[src/logic/lcd_pkg.sv]
`default_nettype none

package lcd_pkg;

    // ======================================================================
    // Display geometry and bus pacing
    // ======================================================================
    localparam int TICK_DIV_DEFAULT = 125000;   // ~400 Hz from 50 MHz
    localparam int LINE_CHARS       = 16;
    localparam int SCREEN_CHARS     = 32;
    localparam int GLYPH_BYTES      = 64;       // 8 glyphs x 8 rows

    localparam int TIME_W  = 10;
    localparam int POINT_W = 7;

    localparam logic [7:0] ASCII_ZERO  = 8'h30;
    localparam logic [7:0] ASCII_SPACE = 8'h20;

    typedef logic [7:0] char_t;
    typedef logic [4:0] char_idx_t;
    typedef logic [5:0] glyph_addr_t;
    typedef logic [3:0] bcd_digit_t;

    // ======================================================================
    // HD44780 instruction bytes
    // ======================================================================
    typedef enum logic [7:0] {
        CMD_CLEAR        = 8'h01,
        CMD_ENTRY_MODE   = 8'h06,   // Auto-increment, no shift
        CMD_FUNCTION_SET = 8'h38,   // 8-bit bus, 2 lines, 5x8 font
        CMD_CGRAM_HOME   = 8'h40,
        CMD_LINE1_HOME   = 8'h80,
        CMD_LINE2_HOME   = 8'hC0
    } lcd_cmd_t;

    typedef enum logic [1:0] {
        GS_START  = 2'd0,
        GS_GAMING = 2'd1,
        GS_OVER   = 2'd2,
        GS_BLANK  = 2'd3            // All-space status line
    } game_state_t;

    typedef enum logic [3:0] {
        S_FUNC_SET = 4'd0,
        S_CLEAR    = 4'd1,
        S_ENTRY    = 4'd2,
        S_CG_HOME  = 4'd3,
        S_CG_WRITE = 4'd4,
        S_LINE1    = 4'd5,
        S_LINE2    = 4'd6,
        S_CHAR     = 4'd7,
        S_DROP_EN  = 4'd8,
        S_HOLD     = 4'd9
    } seq_state_t;

endpackage

`default_nettype wire

[src/logic/lcd_tick_gen.sv]
`timescale 1ns/1ns
`default_nettype none

module lcd_tick_gen #(
    parameter int tick_div = 125000
) (
    input  wire  Clk,
    input  wire  rst,
    output logic tick
);

    logic [31:0] count;

    always_ff @(posedge Clk or negedge rst) begin
        if (!rst) begin
            count <= '0;
            tick  <= 1'b0;
        end else if (count == 32'(tick_div - 1)) begin
            count <= '0;
            tick  <= 1'b1;   // One Clk wide strobe
        end else begin
            count <= count + 32'd1;
            tick  <= 1'b0;
        end
    end

    // Strobe must stay a single cycle for any divider above one
    a_tick_single: assert property (@(posedge Clk) disable iff (!rst)
        (tick_div > 1 && tick) |=> !tick);

endmodule

`default_nettype wire

[src/logic/bin_to_bcd.sv]
`timescale 1ns/1ns
`default_nettype none

module bin_to_bcd
    import lcd_pkg::*;
(
    input  wire  [13:0]          bin_value,
    output bcd_digit_t [3:0]     digits      // [3] thousands ... [0] ones
);

    logic [15:0] bcd;

    // Shift-and-add-3 over the input bits from the MSB down
    always_comb begin
        bcd = '0;
        for (int i = 13; i >= 0; i--) begin
            for (int d = 0; d < 4; d++) begin
                if (bcd[d*4 +: 4] > 4'd4)
                    bcd[d*4 +: 4] = bcd[d*4 +: 4] + 4'd3;
            end
            bcd = {bcd[14:0], bin_value[i]};
        end
    end

    assign digits = bcd;

endmodule

`default_nettype wire

[src/logic/status_text.sv]
`timescale 1ns/1ns
`default_nettype none

module status_text
    import lcd_pkg::*;
(
    input  wire                Clk,
    input  wire                rst,
    input  game_state_t        game_state,
    input  wire [TIME_W-1:0]   time_value,
    input  wire [POINT_W-1:0]  point_value,
    input  char_idx_t          char_idx,
    output char_t              char_code
);

    bcd_digit_t [3:0] time_digits;
    bcd_digit_t [3:0] point_digits;

    logic [8*LINE_CHARS-1:0] line1_str;
    logic [8*LINE_CHARS-1:0] line2_str;

    char_t screen [SCREEN_CHARS];

    bin_to_bcd time_bcd (
        .bin_value (14'(time_value)),
        .digits    (time_digits)
    );

    bin_to_bcd point_bcd (
        .bin_value (14'(point_value)),
        .digits    (point_digits)
    );

    // ======================================================================
    // Line contents with the leftmost character in the top byte
    // ======================================================================
    always_comb begin
        case (game_state)
            GS_START:  line1_str = {{5{ASCII_SPACE}}, "START", {6{ASCII_SPACE}}};
            GS_GAMING: line1_str = {{5{ASCII_SPACE}}, "GAMING", {5{ASCII_SPACE}}};
            GS_OVER:   line1_str = {{3{ASCII_SPACE}}, "GAME OVER", {4{ASCII_SPACE}}};
            default:   line1_str = {LINE_CHARS{ASCII_SPACE}};
        endcase
    end

    // Points keep only tens and ones, so 100+ wraps
    assign line2_str = {"TIME:",
                        ASCII_ZERO + {4'h0, time_digits[2]},
                        ASCII_ZERO + {4'h0, time_digits[1]},
                        ASCII_ZERO + {4'h0, time_digits[0]},
                        "POINT:",
                        ASCII_ZERO + {4'h0, point_digits[1]},
                        ASCII_ZERO + {4'h0, point_digits[0]}};

    always_ff @(posedge Clk or negedge rst) begin
        if (!rst) begin
            for (int i = 0; i < SCREEN_CHARS; i++)
                screen[i] <= ASCII_SPACE;
        end else begin
            for (int i = 0; i < LINE_CHARS; i++) begin
                screen[i]              <= line1_str[8*(LINE_CHARS-1-i) +: 8];
                screen[LINE_CHARS + i] <= line2_str[8*(LINE_CHARS-1-i) +: 8];
            end
        end
    end

    assign char_code = screen[char_idx];

endmodule

`default_nettype wire

[src/logic/glyph_rom.sv]
`timescale 1ns/1ns
`default_nettype none

module glyph_rom
    import lcd_pkg::*;
(
    input  glyph_addr_t glyph_addr,
    output char_t       glyph_byte
);

    // Glyph 0 is a plus-minus sign, the other seven are blank
    always_comb begin
        case (glyph_addr)
            6'd0:    glyph_byte = 8'h04;
            6'd1:    glyph_byte = 8'h04;
            6'd2:    glyph_byte = 8'h1F;   // Bar of the plus
            6'd3:    glyph_byte = 8'h04;
            6'd4:    glyph_byte = 8'h04;
            6'd5:    glyph_byte = 8'h00;
            6'd6:    glyph_byte = 8'h1F;   // Minus bar
            6'd7:    glyph_byte = 8'h00;   // Cursor row
            default: glyph_byte = 8'h00;
        endcase
    end

endmodule

`default_nettype wire

[src/logic/lcd_sequencer.sv]
`timescale 1ns/1ns
`default_nettype none

module lcd_sequencer
    import lcd_pkg::*;
(
    input  wire         Clk,
    input  wire         rst,
    input  wire         tick,
    input  char_t       char_code,
    output char_idx_t   char_idx,
    input  char_t       glyph_byte,
    output glyph_addr_t glyph_addr,
    output char_t       lcd_data,
    output logic        lcd_en,
    output logic        lcd_rs
);

    seq_state_t state;
    seq_state_t resume_state;    // Where to go after S_HOLD

    logic       byte_rs;
    char_t      byte_data;
    seq_state_t byte_next;

    logic last_glyph;
    logic en_at_tick;

    assign last_glyph = (glyph_addr == glyph_addr_t'(GLYPH_BYTES - 1));

    // ======================================================================
    // Byte to put on the bus from each issuing state
    // ======================================================================
    always_comb begin
        byte_rs   = 1'b0;
        byte_data = '0;
        byte_next = S_HOLD;
        case (state)
            S_FUNC_SET: begin
                byte_data = CMD_FUNCTION_SET;
                byte_next = S_CLEAR;
            end
            S_CLEAR: begin
                byte_data = CMD_CLEAR;
                byte_next = S_ENTRY;
            end
            S_ENTRY: begin
                byte_data = CMD_ENTRY_MODE;
                byte_next = S_CG_HOME;
            end
            S_CG_HOME: begin
                byte_data = CMD_CGRAM_HOME;
                byte_next = S_CG_WRITE;
            end
            S_CG_WRITE: begin
                byte_rs   = 1'b1;
                byte_data = glyph_byte;
                byte_next = last_glyph ? S_LINE1 : S_CG_WRITE;
            end
            S_LINE1: begin
                byte_data = CMD_LINE1_HOME;
                byte_next = S_CHAR;
            end
            S_LINE2: begin
                byte_data = CMD_LINE2_HOME;
                byte_next = S_CHAR;
            end
            S_CHAR: begin
                byte_rs   = 1'b1;
                byte_data = char_code;
                if (char_idx == char_idx_t'(LINE_CHARS - 1))
                    byte_next = S_LINE2;
                else if (char_idx == char_idx_t'(SCREEN_CHARS - 1))
                    byte_next = S_LINE1;
                else
                    byte_next = S_CHAR;
            end
            default: ;                 // Drop and hold issue nothing
        endcase
    end

    // ======================================================================
    // Each write cycle raises EN, drops EN, holds, then starts the next byte
    // ======================================================================
    always_ff @(posedge Clk or negedge rst) begin
        if (!rst) begin
            state        <= S_FUNC_SET;
            resume_state <= S_FUNC_SET;
            lcd_en       <= 1'b0;
            lcd_rs       <= 1'b0;
            lcd_data     <= '0;
            char_idx     <= '0;
            glyph_addr   <= '0;
            en_at_tick   <= 1'b0;
        end else if (tick) begin
            en_at_tick <= lcd_en;
            case (state)
                S_DROP_EN: begin
                    lcd_en <= 1'b0;    // Data stays on the bus
                    state  <= S_HOLD;
                end
                S_HOLD: state <= resume_state;
                default: begin
                    lcd_en       <= 1'b1;
                    lcd_rs       <= byte_rs;
                    lcd_data     <= byte_data;
                    resume_state <= byte_next;
                    state        <= S_DROP_EN;
                    if (state == S_CG_HOME)
                        glyph_addr <= '0;
                    if (state == S_CG_WRITE && !last_glyph)
                        glyph_addr <= glyph_addr + 1'b1;
                    if (state == S_CHAR)
                        char_idx <= char_idx + 1'b1;   // Wraps 31 -> 0
                end
            endcase
        end
    end

    a_en_one_tick: assert property (@(posedge Clk) disable iff (!rst)
        tick |-> !(lcd_en && en_at_tick));

    // CGRAM image is complete before the refresh loop and sent once only
    a_glyph_frozen: assert property (@(posedge Clk) disable iff (!rst)
        (state inside {S_LINE1, S_LINE2, S_CHAR}) |-> last_glyph && $stable(glyph_addr));

endmodule

`default_nettype wire

[src/logic/lcd_game_display.sv]
`timescale 1ns/1ns
`default_nettype none

module lcd_game_display
    import lcd_pkg::*;
#(
    parameter int tick_div = TICK_DIV_DEFAULT
) (
    input  wire                Clk,
    input  wire                rst,
    input  game_state_t        game_state,
    input  wire [TIME_W-1:0]   time_value,
    input  wire [POINT_W-1:0]  point_value,
    output char_t              lcd_data,
    output logic               lcd_en,
    output logic               lcd_rs,
    output logic               lcd_rw
);

    logic        tick;
    char_idx_t   char_idx;
    char_t       char_code;
    glyph_addr_t glyph_addr;
    char_t       glyph_byte;

    assign lcd_rw = 1'b0;   // LCD is never read

    lcd_tick_gen #(
        .tick_div (tick_div)
    ) tick_gen_inst (
        .Clk  (Clk),
        .rst  (rst),
        .tick (tick)
    );

    status_text status_text_inst (
        .Clk         (Clk),
        .rst         (rst),
        .game_state  (game_state),
        .time_value  (time_value),
        .point_value (point_value),
        .char_idx    (char_idx),
        .char_code   (char_code)
    );

    glyph_rom glyph_rom_inst (
        .glyph_addr (glyph_addr),
        .glyph_byte (glyph_byte)
    );

    lcd_sequencer sequencer_inst (
        .Clk        (Clk),
        .rst        (rst),
        .tick       (tick),
        .char_code  (char_code),
        .char_idx   (char_idx),
        .glyph_byte (glyph_byte),
        .glyph_addr (glyph_addr),
        .lcd_data   (lcd_data),
        .lcd_en     (lcd_en),
        .lcd_rs     (lcd_rs)
    );

endmodule

`default_nettype wire

[config.mk]
export PLATFORM = sky130hd
export DESIGN_NAME = lcd_game_display
export DESIGN_NICKNAME = d
export VERILOG_FILES = /design/src/logic/lcd_pkg.sv /design/src/logic/lcd_tick_gen.sv /design/src/logic/bin_to_bcd.sv /design/src/logic/status_text.sv /design/src/logic/glyph_rom.sv /design/src/logic/lcd_sequencer.sv /design/src/logic/lcd_game_display.sv
export SDC_FILE = /design/constraint.sdc
export NUM_CORES = 1
export LEC_CHECK = 0
export ABC_AREA = 1
export BUFFER_PORTS_ARGS = -buffer_cell sky130_fd_sc_hd__buf_2
export CAP_MARGIN = 20
export CELL_PAD_IN_SITES_DETAIL_PLACEMENT = 0
export CELL_PAD_IN_SITES_GLOBAL_PLACEMENT = 1
export CORE_MARGIN = 4
export CORE_UTILIZATION = 40
export CTS_BUF_LIST = sky130_fd_sc_hd__clkbuf_16
export DETAILED_ROUTE_END_ITERATION = 6
export PLACE_DENSITY = 0.78
export SETUP_SLACK_MARGIN = 0.05
export SYNTH_ARGS = -nofsm -noshare
export SYNTH_HDL_FRONTEND = slang
export SYNTH_SLANG_ARGS = --single-unit
[constraint.sdc]
create_clock -name Clk -period 4.2 [get_ports Clk]
set_input_delay 0.21 -clock Clk [delete_from_list [all_inputs] [get_ports Clk]]
set_output_delay 0.21 -clock Clk [all_outputs]
set_load 0.02 [all_outputs]
## Word-level counts from Yosys, hierarchy flattened

Memory sizes are Yosys's and may differ from the RTL's.
Index checks and enable logic that the tools add are counted.

- Bits in registers: 242
- Bits in read-only memories: 40
- Bits of input ports: 21
- Word-level logic and storage cells: 192
- Memories: 1

- Add/subtract/negate cells: 41
- Magnitude comparators: 34
- Equality and inequality tests: 15
- Mux-type cells: 50
- Bitwise logic cells: 3
- Reduce and logical (&&, ||, !) cells: 13

Memories:

| name | words | width | rd ports | clocked after Yosys merged registers in | wr ports | RTL line | text |
|---|---|---|---|---|---|---|---|
| (no name shown) | 8 | 5 | 1 | 0 | 0 | glyph_rom.sv:13 | `case (glyph_addr)` |

Operator list:

| operator | number |
|---|---|
| one-hot mux 103 bit (3 select lines) | 1 |
| greater-than comparator 4 x 3 -> 1 bit (second input constant) | 28 |
| 2-to-1 mux 4 bit | 21 |
| adder 4 x 2 -> 4 bit (second input constant) | 20 |
| one-hot mux 8 bit (8 select lines) | 1 |
| binary-select mux 8 bit (select 5 bit) | 1 |
| 2-to-1 mux 3 bit | 13 |
| adder 6 x 4 -> 7 bit (first input constant) | 5 |
| adder 32 x 1 -> 32 bit (second input constant) | 1 |
| == test 32 x 17 -> 1 bit (second input constant) | 1 |
| 2-to-1 mux 32 bit | 1 |
| one-hot mux 4 bit (7 select lines) | 1 |
| adder 3 x 2 -> 3 bit (second input constant) | 8 |
| 2-to-1 mux 8 bit | 3 |
| == test 4 x 3 -> 1 bit (second input constant) | 4 |
| 2-to-1 mux 6 bit | 2 |
| == test 4 x 2 -> 1 bit (second input constant) | 2 |
| == test 4 bit (second input constant) | 2 |
| one-hot mux 4 bit (2 select lines) | 1 |
| adder 1 x 2 -> 3 bit (both inputs constant) | 2 |
| adder 1 x 2 -> 3 bit (second input constant) | 2 |
| adder 6 x 1 -> 6 bit (second input constant) | 1 |
| == test 6 bit (second input constant) | 1 |
| >= comparator 6 bit (second input constant) | 1 |
| other kinds (24) | 33 |

## Longest topological paths before layout

- Depth after elaboration: 19
- Depth in mapped cells: 39
- Mapped depth without buffers: 39

## Cells and area by module

Synthesis repeated with hierarchy kept, for this count alone.

- Cell total of the unflattened synthesis: 1899
- Area total of the unflattened synthesis: 11320.9 µm²

By module, submodules not included:

| module | times used | cells an instance | area an instance (µm²) | sequential area each (µm²) |
|---|---|---|---|---|
| bin_to_bcd | 2 | 573 | 2895.3 | 0.0 |
| lcd_tick_gen | 1 | 298 | 2048.2 | 825.8 |
| status_text | 1 | 220 | 1744.2 | 832.0 |
| lcd_sequencer | 1 | 217 | 1644.1 | 725.7 |
| glyph_rom | 1 | 16 | 82.6 | 0.0 |
| lcd_game_display | 1 | 2 | 11.3 | 0.0 |

## Least setup slack after synthesis

Ideal clock, no wire load.

- Kind: in2reg
- Start point: input port time_value[7]
- End point: register status_text_inst.screen[65] in the netlist's numbering
- Data arrival time: 3.272 ns
- Setup slack: 0.812 ns
- Stages: 37
- Path buffers: 0
- Cells stage by stage: inv_1 -> ha_1 -> inv_1 -> ha_1 -> inv_2 -> nand2_1 -> nand2_1 -> nand2_1 -> nand3_1 -> nand2_2 -> nand2_2 -> nand2_4 -> nand2_2 -> nand2_1 -> nand3_2 -> nand2_4 -> nand2_4 -> nand2_1 -> nand2_2 -> inv_2 -> nand2_4 -> nand2_4 -> nand2_1 -> nand2_1 -> inv_2 -> ha_1 -> inv_1 -> nand3_4 -> nand2_2 -> nand2_1 -> nand2_1 -> inv_1 -> ha_1 -> inv_1 -> nand3_1 -> nand3_1 -> nand2_1

- Cells in the longest elaborated chain, start to end: 15
- Elaborated cells between the ends (all ways): 21
- Those cells by class: 7 x add/sub; 7 x order compare; 7 x mux

RTL lines:

| what | RTL line | text |
|---|---|---|
| from (decl) | lcd_game_display.sv:12 | `input wire [TIME_W-1:0] time_value,` |
| adder 4 x 2 -> 4 bit or greater-than comparator 4 x 3 -> 1 bit (tied branches) | bin_to_bcd.sv:19, bin_to_bcd.sv:18 |  |
| 2-to-1 mux 4 bit (*) | bin_to_bcd.sv:18 | `if (bcd[d*4 +: 4] > 4'd4)` |
| adder 4 x 2 -> 4 bit or greater-than comparator 4 x 3 -> 1 bit (tied branches) | bin_to_bcd.sv:19, bin_to_bcd.sv:18 |  |
| 2-to-1 mux 4 bit (*) | bin_to_bcd.sv:18 |  |
| adder 4 x 2 -> 4 bit or greater-than comparator 4 x 3 -> 1 bit (tied branches) | bin_to_bcd.sv:19, bin_to_bcd.sv:18 |  |
| 2-to-1 mux 4 bit (*) | bin_to_bcd.sv:18 |  |
| greater-than comparator 4 x 3 -> 1 bit or adder 4 x 2 -> 4 bit (tied branches) | bin_to_bcd.sv:18, bin_to_bcd.sv:19 |  |
| 2-to-1 mux 4 bit (*) | bin_to_bcd.sv:18 |  |
| adder 4 x 2 -> 4 bit or greater-than comparator 4 x 3 -> 1 bit (tied branches) | bin_to_bcd.sv:19, bin_to_bcd.sv:18 |  |
| 2-to-1 mux 4 bit (*) | bin_to_bcd.sv:18 |  |
| adder 4 x 2 -> 4 bit or greater-than comparator 4 x 3 -> 1 bit (tied branches) | bin_to_bcd.sv:19, bin_to_bcd.sv:18 |  |
| 2-to-1 mux 4 bit (*) | bin_to_bcd.sv:18 |  |
| greater-than comparator 4 x 3 -> 1 bit (*) | bin_to_bcd.sv:18 |  |
| 2-to-1 mux 4 bit (*) | bin_to_bcd.sv:18 |  |
| adder 6 x 4 -> 7 bit (*) | status_text.sv:50 | `ASCII_ZERO + {4'h0, time_digits[0]},` |
| net status_text_inst.line2_str[65] | status_text.sv:20 | `logic [8*LINE_CHARS-1:0] line2_str;` |
| to (signal, indexed assignment) | status_text.sv:61 | `screen[i] <= line1_str[8*(LINE_CHARS-1-i) +: 8];` |
| to (signal, indexed assignment) | status_text.sv:62 | `screen[LINE_CHARS + i] <= line2_str[8*(LINE_CHARS-1-i) +: 8];` |
| to (decl) | status_text.sv:22 | `char_t screen [SCREEN_CHARS];` |

Mark *: on every way through the listed nets, which the timed path passes. The rest lies on a longest branch.
A chain may end at the register's enable or synchronous reset.

## Worst setup path after layout

- Start point: input port time_value[7]
- End point: register status_text_inst.screen[66] in the netlist's numbering

- Cells in the longest elaborated chain, start to end: 15
- Elaborated cells between the ends (all ways): 22
- Those cells by class: 8 x add/sub; 7 x order compare; 7 x mux

RTL lines:

| what | RTL line |
|---|---|
| adder 4 x 2 -> 4 bit or greater-than comparator 4 x 3 -> 1 bit (tied branches) | bin_to_bcd.sv:19, bin_to_bcd.sv:18 |
| 2-to-1 mux 4 bit (*) | bin_to_bcd.sv:18 |
| adder 4 x 2 -> 4 bit or greater-than comparator 4 x 3 -> 1 bit (tied branches) | bin_to_bcd.sv:19, bin_to_bcd.sv:18 |
| 2-to-1 mux 4 bit (*) | bin_to_bcd.sv:18 |
| adder 4 x 2 -> 4 bit or greater-than comparator 4 x 3 -> 1 bit (tied branches) | bin_to_bcd.sv:19, bin_to_bcd.sv:18 |
| 2-to-1 mux 4 bit (*) | bin_to_bcd.sv:18 |
| greater-than comparator 4 x 3 -> 1 bit or adder 4 x 2 -> 4 bit (tied branches) | bin_to_bcd.sv:18, bin_to_bcd.sv:19 |
| 2-to-1 mux 4 bit (*) | bin_to_bcd.sv:18 |
| adder 4 x 2 -> 4 bit or greater-than comparator 4 x 3 -> 1 bit (tied branches) | bin_to_bcd.sv:19, bin_to_bcd.sv:18 |
| 2-to-1 mux 4 bit (*) | bin_to_bcd.sv:18 |
| adder 4 x 2 -> 4 bit or greater-than comparator 4 x 3 -> 1 bit (tied branches) | bin_to_bcd.sv:19, bin_to_bcd.sv:18 |
| 2-to-1 mux 4 bit (*) | bin_to_bcd.sv:18 |
| greater-than comparator 4 x 3 -> 1 bit or adder 4 x 2 -> 4 bit (tied branches) | bin_to_bcd.sv:18, bin_to_bcd.sv:19 |
| 2-to-1 mux 4 bit (*) | bin_to_bcd.sv:18 |
| adder 6 x 4 -> 7 bit (*) | status_text.sv:50 |
| net status_text_inst.line2_str[66] | status_text.sv:20 |

Marks and branches as above.

==> flow_summary.toml <==
[clock_network]
htreeDepth = 3
clock_latency_ns = 0.34
clkSinkCount = 95
numCtsBuffers = 9
path_clk_slew_ns = 0.07
max-clock-path-buffers = 2
cts_resized = 0
root_buffer = "clkbuf_16"
cts_tree = "yes"

[yosys]
synthDistinctLibCells = 54
synth_async_sr_flop_share_pct = 100
netlist_top_cells_area = "dfrtp_1 35%, nand2_1 11%, inv_1 8.7%, ha_1 6.2%, nand3_1 4.6%"
synthFlopType = "dfrtp_1"
synth_top_area_share_pct = 35.1
synth_edf_count = 0
ys_seq_area_share_pct = 37.2
synth_area_leader_cell = "dfrtp_1"
synthCells = 872
syn_area_sq_mm = 0.00641
syn_area_per_cell_sq_um = 7.35
ys_ff_latch = 95
yosys_warnings = 0

[placement]
io_buffers = 30
dp_cells = 1111
hpwl_mm = 10.6
globalplace.congestion = 0.868

[power_and_ir_drop]
p_sw_uw = 838
leakage_uw = 0.00371
worst_ir_drop_vdd_uv = 212
p_seq_share_pct = 38.6
total_power_uw = 2670
p_int_uw = 1830
p_per_area_mw_per_mm2 = 371
clockPowerShare_pct = 34.8
switching_share_pct = 31.4
combPwrFrac_pct = 26.7

[setup_path]
criticalPathCategory = "input pin to register"
crit_path_max_incr_delay_ns = 0.22
cp.buffers_inverters = 9
cp_common_cell = "nand2_1"
critPathLaunchType = "input pin"
critPathArrivalTime_ns = 3.78
critPathMaxFanout = 6
timing.rr.start = "tick_gen_inst.count[5]"
r2r_end = "tick_gen_inst.count[30]"
rr_worst_depth = 17
cp-end-kind = "register"
cp_slowest_cell = "ha_1"
cp_top_family = "simple AND/OR/NAND/NOR gates"
worst_ep_required_time_ns = 4.48
rrSetupSlack_ns = 1.40

[routing]
wl_met3_um = 696
wl_met1_mm = 6.91
drcViolationCount = 0
firstDrtPassIters = 5
ant_nets = 0
routedWlPerCell_um = 12.2
wirelength_mm = 13.7
vias = 5553
wl_met2_mm = 5.91
topRoutingLayerUsed = "met5"
first_iter_violations = 407
drt-vias-per-instance = 4.91

[global_route]
grt_use_total_pct = 15.9
overflow = 0
grt_pass1_wl_mm = 24.1
grt_max_degree = 62
first_global_vias = 5222
antenna_found_initial = 1

[worst_hold_path]
min_from = "point_value[1]"
worstHoldPathCells = 2
hold_class = "input pin to register"
min_to = "status_text_inst.screen[1]"

[sta]
drv_slew = 0
setup_tns_ns = 0
fmax_ghz = 0.286
hold_viol = 0
fin_crit_ns = 3.50
tightest_slew_ns = 0.777
clock-skew-final_ns = 0.00668
relSlewSlack_pct = 48.2
final.period_utilization_pct = 83.3
whs_ns = 0.0895
finalSetupViolations = 0
rsz0062_at_grt = "no"

[final_layout]
final_common_cell = "nand2_1"
multiInputGateArea_sq_mm = 0.00339
mostFrequentLayoutCells = "186 x nand2_1, 149 x inv_1, 90 x dfrtp_1"
nNetsFinal = 962
antenna_cells = 0
final_cells = 1130
fill_cells = 1675
final_util_pct = 45.5
layout-drive-gt1-share_pct = 11.5
ff_latch_area_sq_mm = 0.00238
area_growth_pct = 12.0

[floorplan]
ios = 32
core.rowCount = 46
fp.dieW_um = 135
die-area_sq_mm = 0.0181
core_sq_mm = 0.0158
die_h_um = 135
initial_core_util_pct = 40.6

[status]
status = "finished clean"

[job]
cap_violations = 0
## cell families after synthesis
logic type,after synthesis,synth area share (%)
AOI/OAI and AO/OA,142,12.9
xor gates and xnor gates,23,3.14
adders and majority gates,32,6.25
buffers and inverters,169,9.96
DFF,95,37.2
muxes,2,0.312
other,2,0.117
and+or+nand+nor,407,30.1
## registers in the layout (all words and copies together) (netlist names)
register	count
sequencer_inst.glyph_addr	6
tick_gen_inst.tick	1
status_text_inst.screen	33
sequencer_inst.char_idx	5
sequencer_inst.lcd_data	8
tick_gen_inst.count	32
sequencer_inst.state	4
sequencer_inst.resume_state	4
sequencer_inst.lcd_rs	1
sequencer_inst.lcd_en	1
## routing by layer
metal	GRT usage, %	vias to the layer above
met3	4.10	23
met4	3.68	2
met5	0	-
li1	-	2897
met2	24.0	127
met1	23.1	2504
## worst max-delay path by stage
stage | startpoint | end | slack (ns) | cells after the start
after floorplan | time_value[7] | status_text_inst.screen[65] | 0.81 | 37
after global placement | time_value[7] | status_text_inst.screen[66] | 0.45 | 38
after detailed placement | time_value[7] | status_text_inst.screen[66] | 0.32 | 38
after CTS | time_value[7] | status_text_inst.screen[66] | 0.70 | 39
after global routing | time_value[8] | status_text_inst.screen[66] | 0.22 | 38
final | time_value[7] | status_text_inst.screen[66] | 0.70 | 39
## layout make-up
| class | instances | area share [%] |
|---|---|---|
| multi-input combinational | 609 | 47.2 |
| clock buffer | 9 | 3.14 |
| inverter | 159 | 8.31 |
| clock inverter | 7 | 1.59 |
| timing repair buffer | 35 | 2.75 |
| tap | 216 | 3.77 |
| sequential | 95 | 33.2 |
## cells in the mapped netlist (all sizes together) (9+ instances only)
cell type and number:
ha 32, inv 156, nand3 67, a21oi 39, xor2 19, nand4 13, o22ai 9, nor3 14
clkbuf 9, nor4 11, o21ai 56, nand2 213, nor2 75, dfrtp 90
## through the flow
| stage | setup slack, ns | instance area (sq um) |
|---|---|---|
| floorplan | 0.812 | 6410 |
| global placement | 0.449 | 6810 |
| detailed placement | 0.318 | 6810 |
| CTS | 0.698 | 7180 |
| global route | 0.217 | 7180 |
| finish | 0.701 | 7180 |
## power groups by stage
stage | sequential [uW] | clock (uW) | combinational, uW
6_report | 1030 | 927 | 711
5_1_grt | 1040 | 996 | 830
4_1_cts | 1030 | 955 | 721
3_5_place_dp | 1050 | 0 | 716
3_3_place_gp | 1050 | 0 | 710
2_1_floorplan | 1030 | 0 | 580
## repair_timing
item | in CTS | in global routing
setup buffers | 0 | 0
hold endpoints to repair | 62 | 0
hold buffers | 3 | 0
Note: power is estimated with default switching activity, not from simulation.
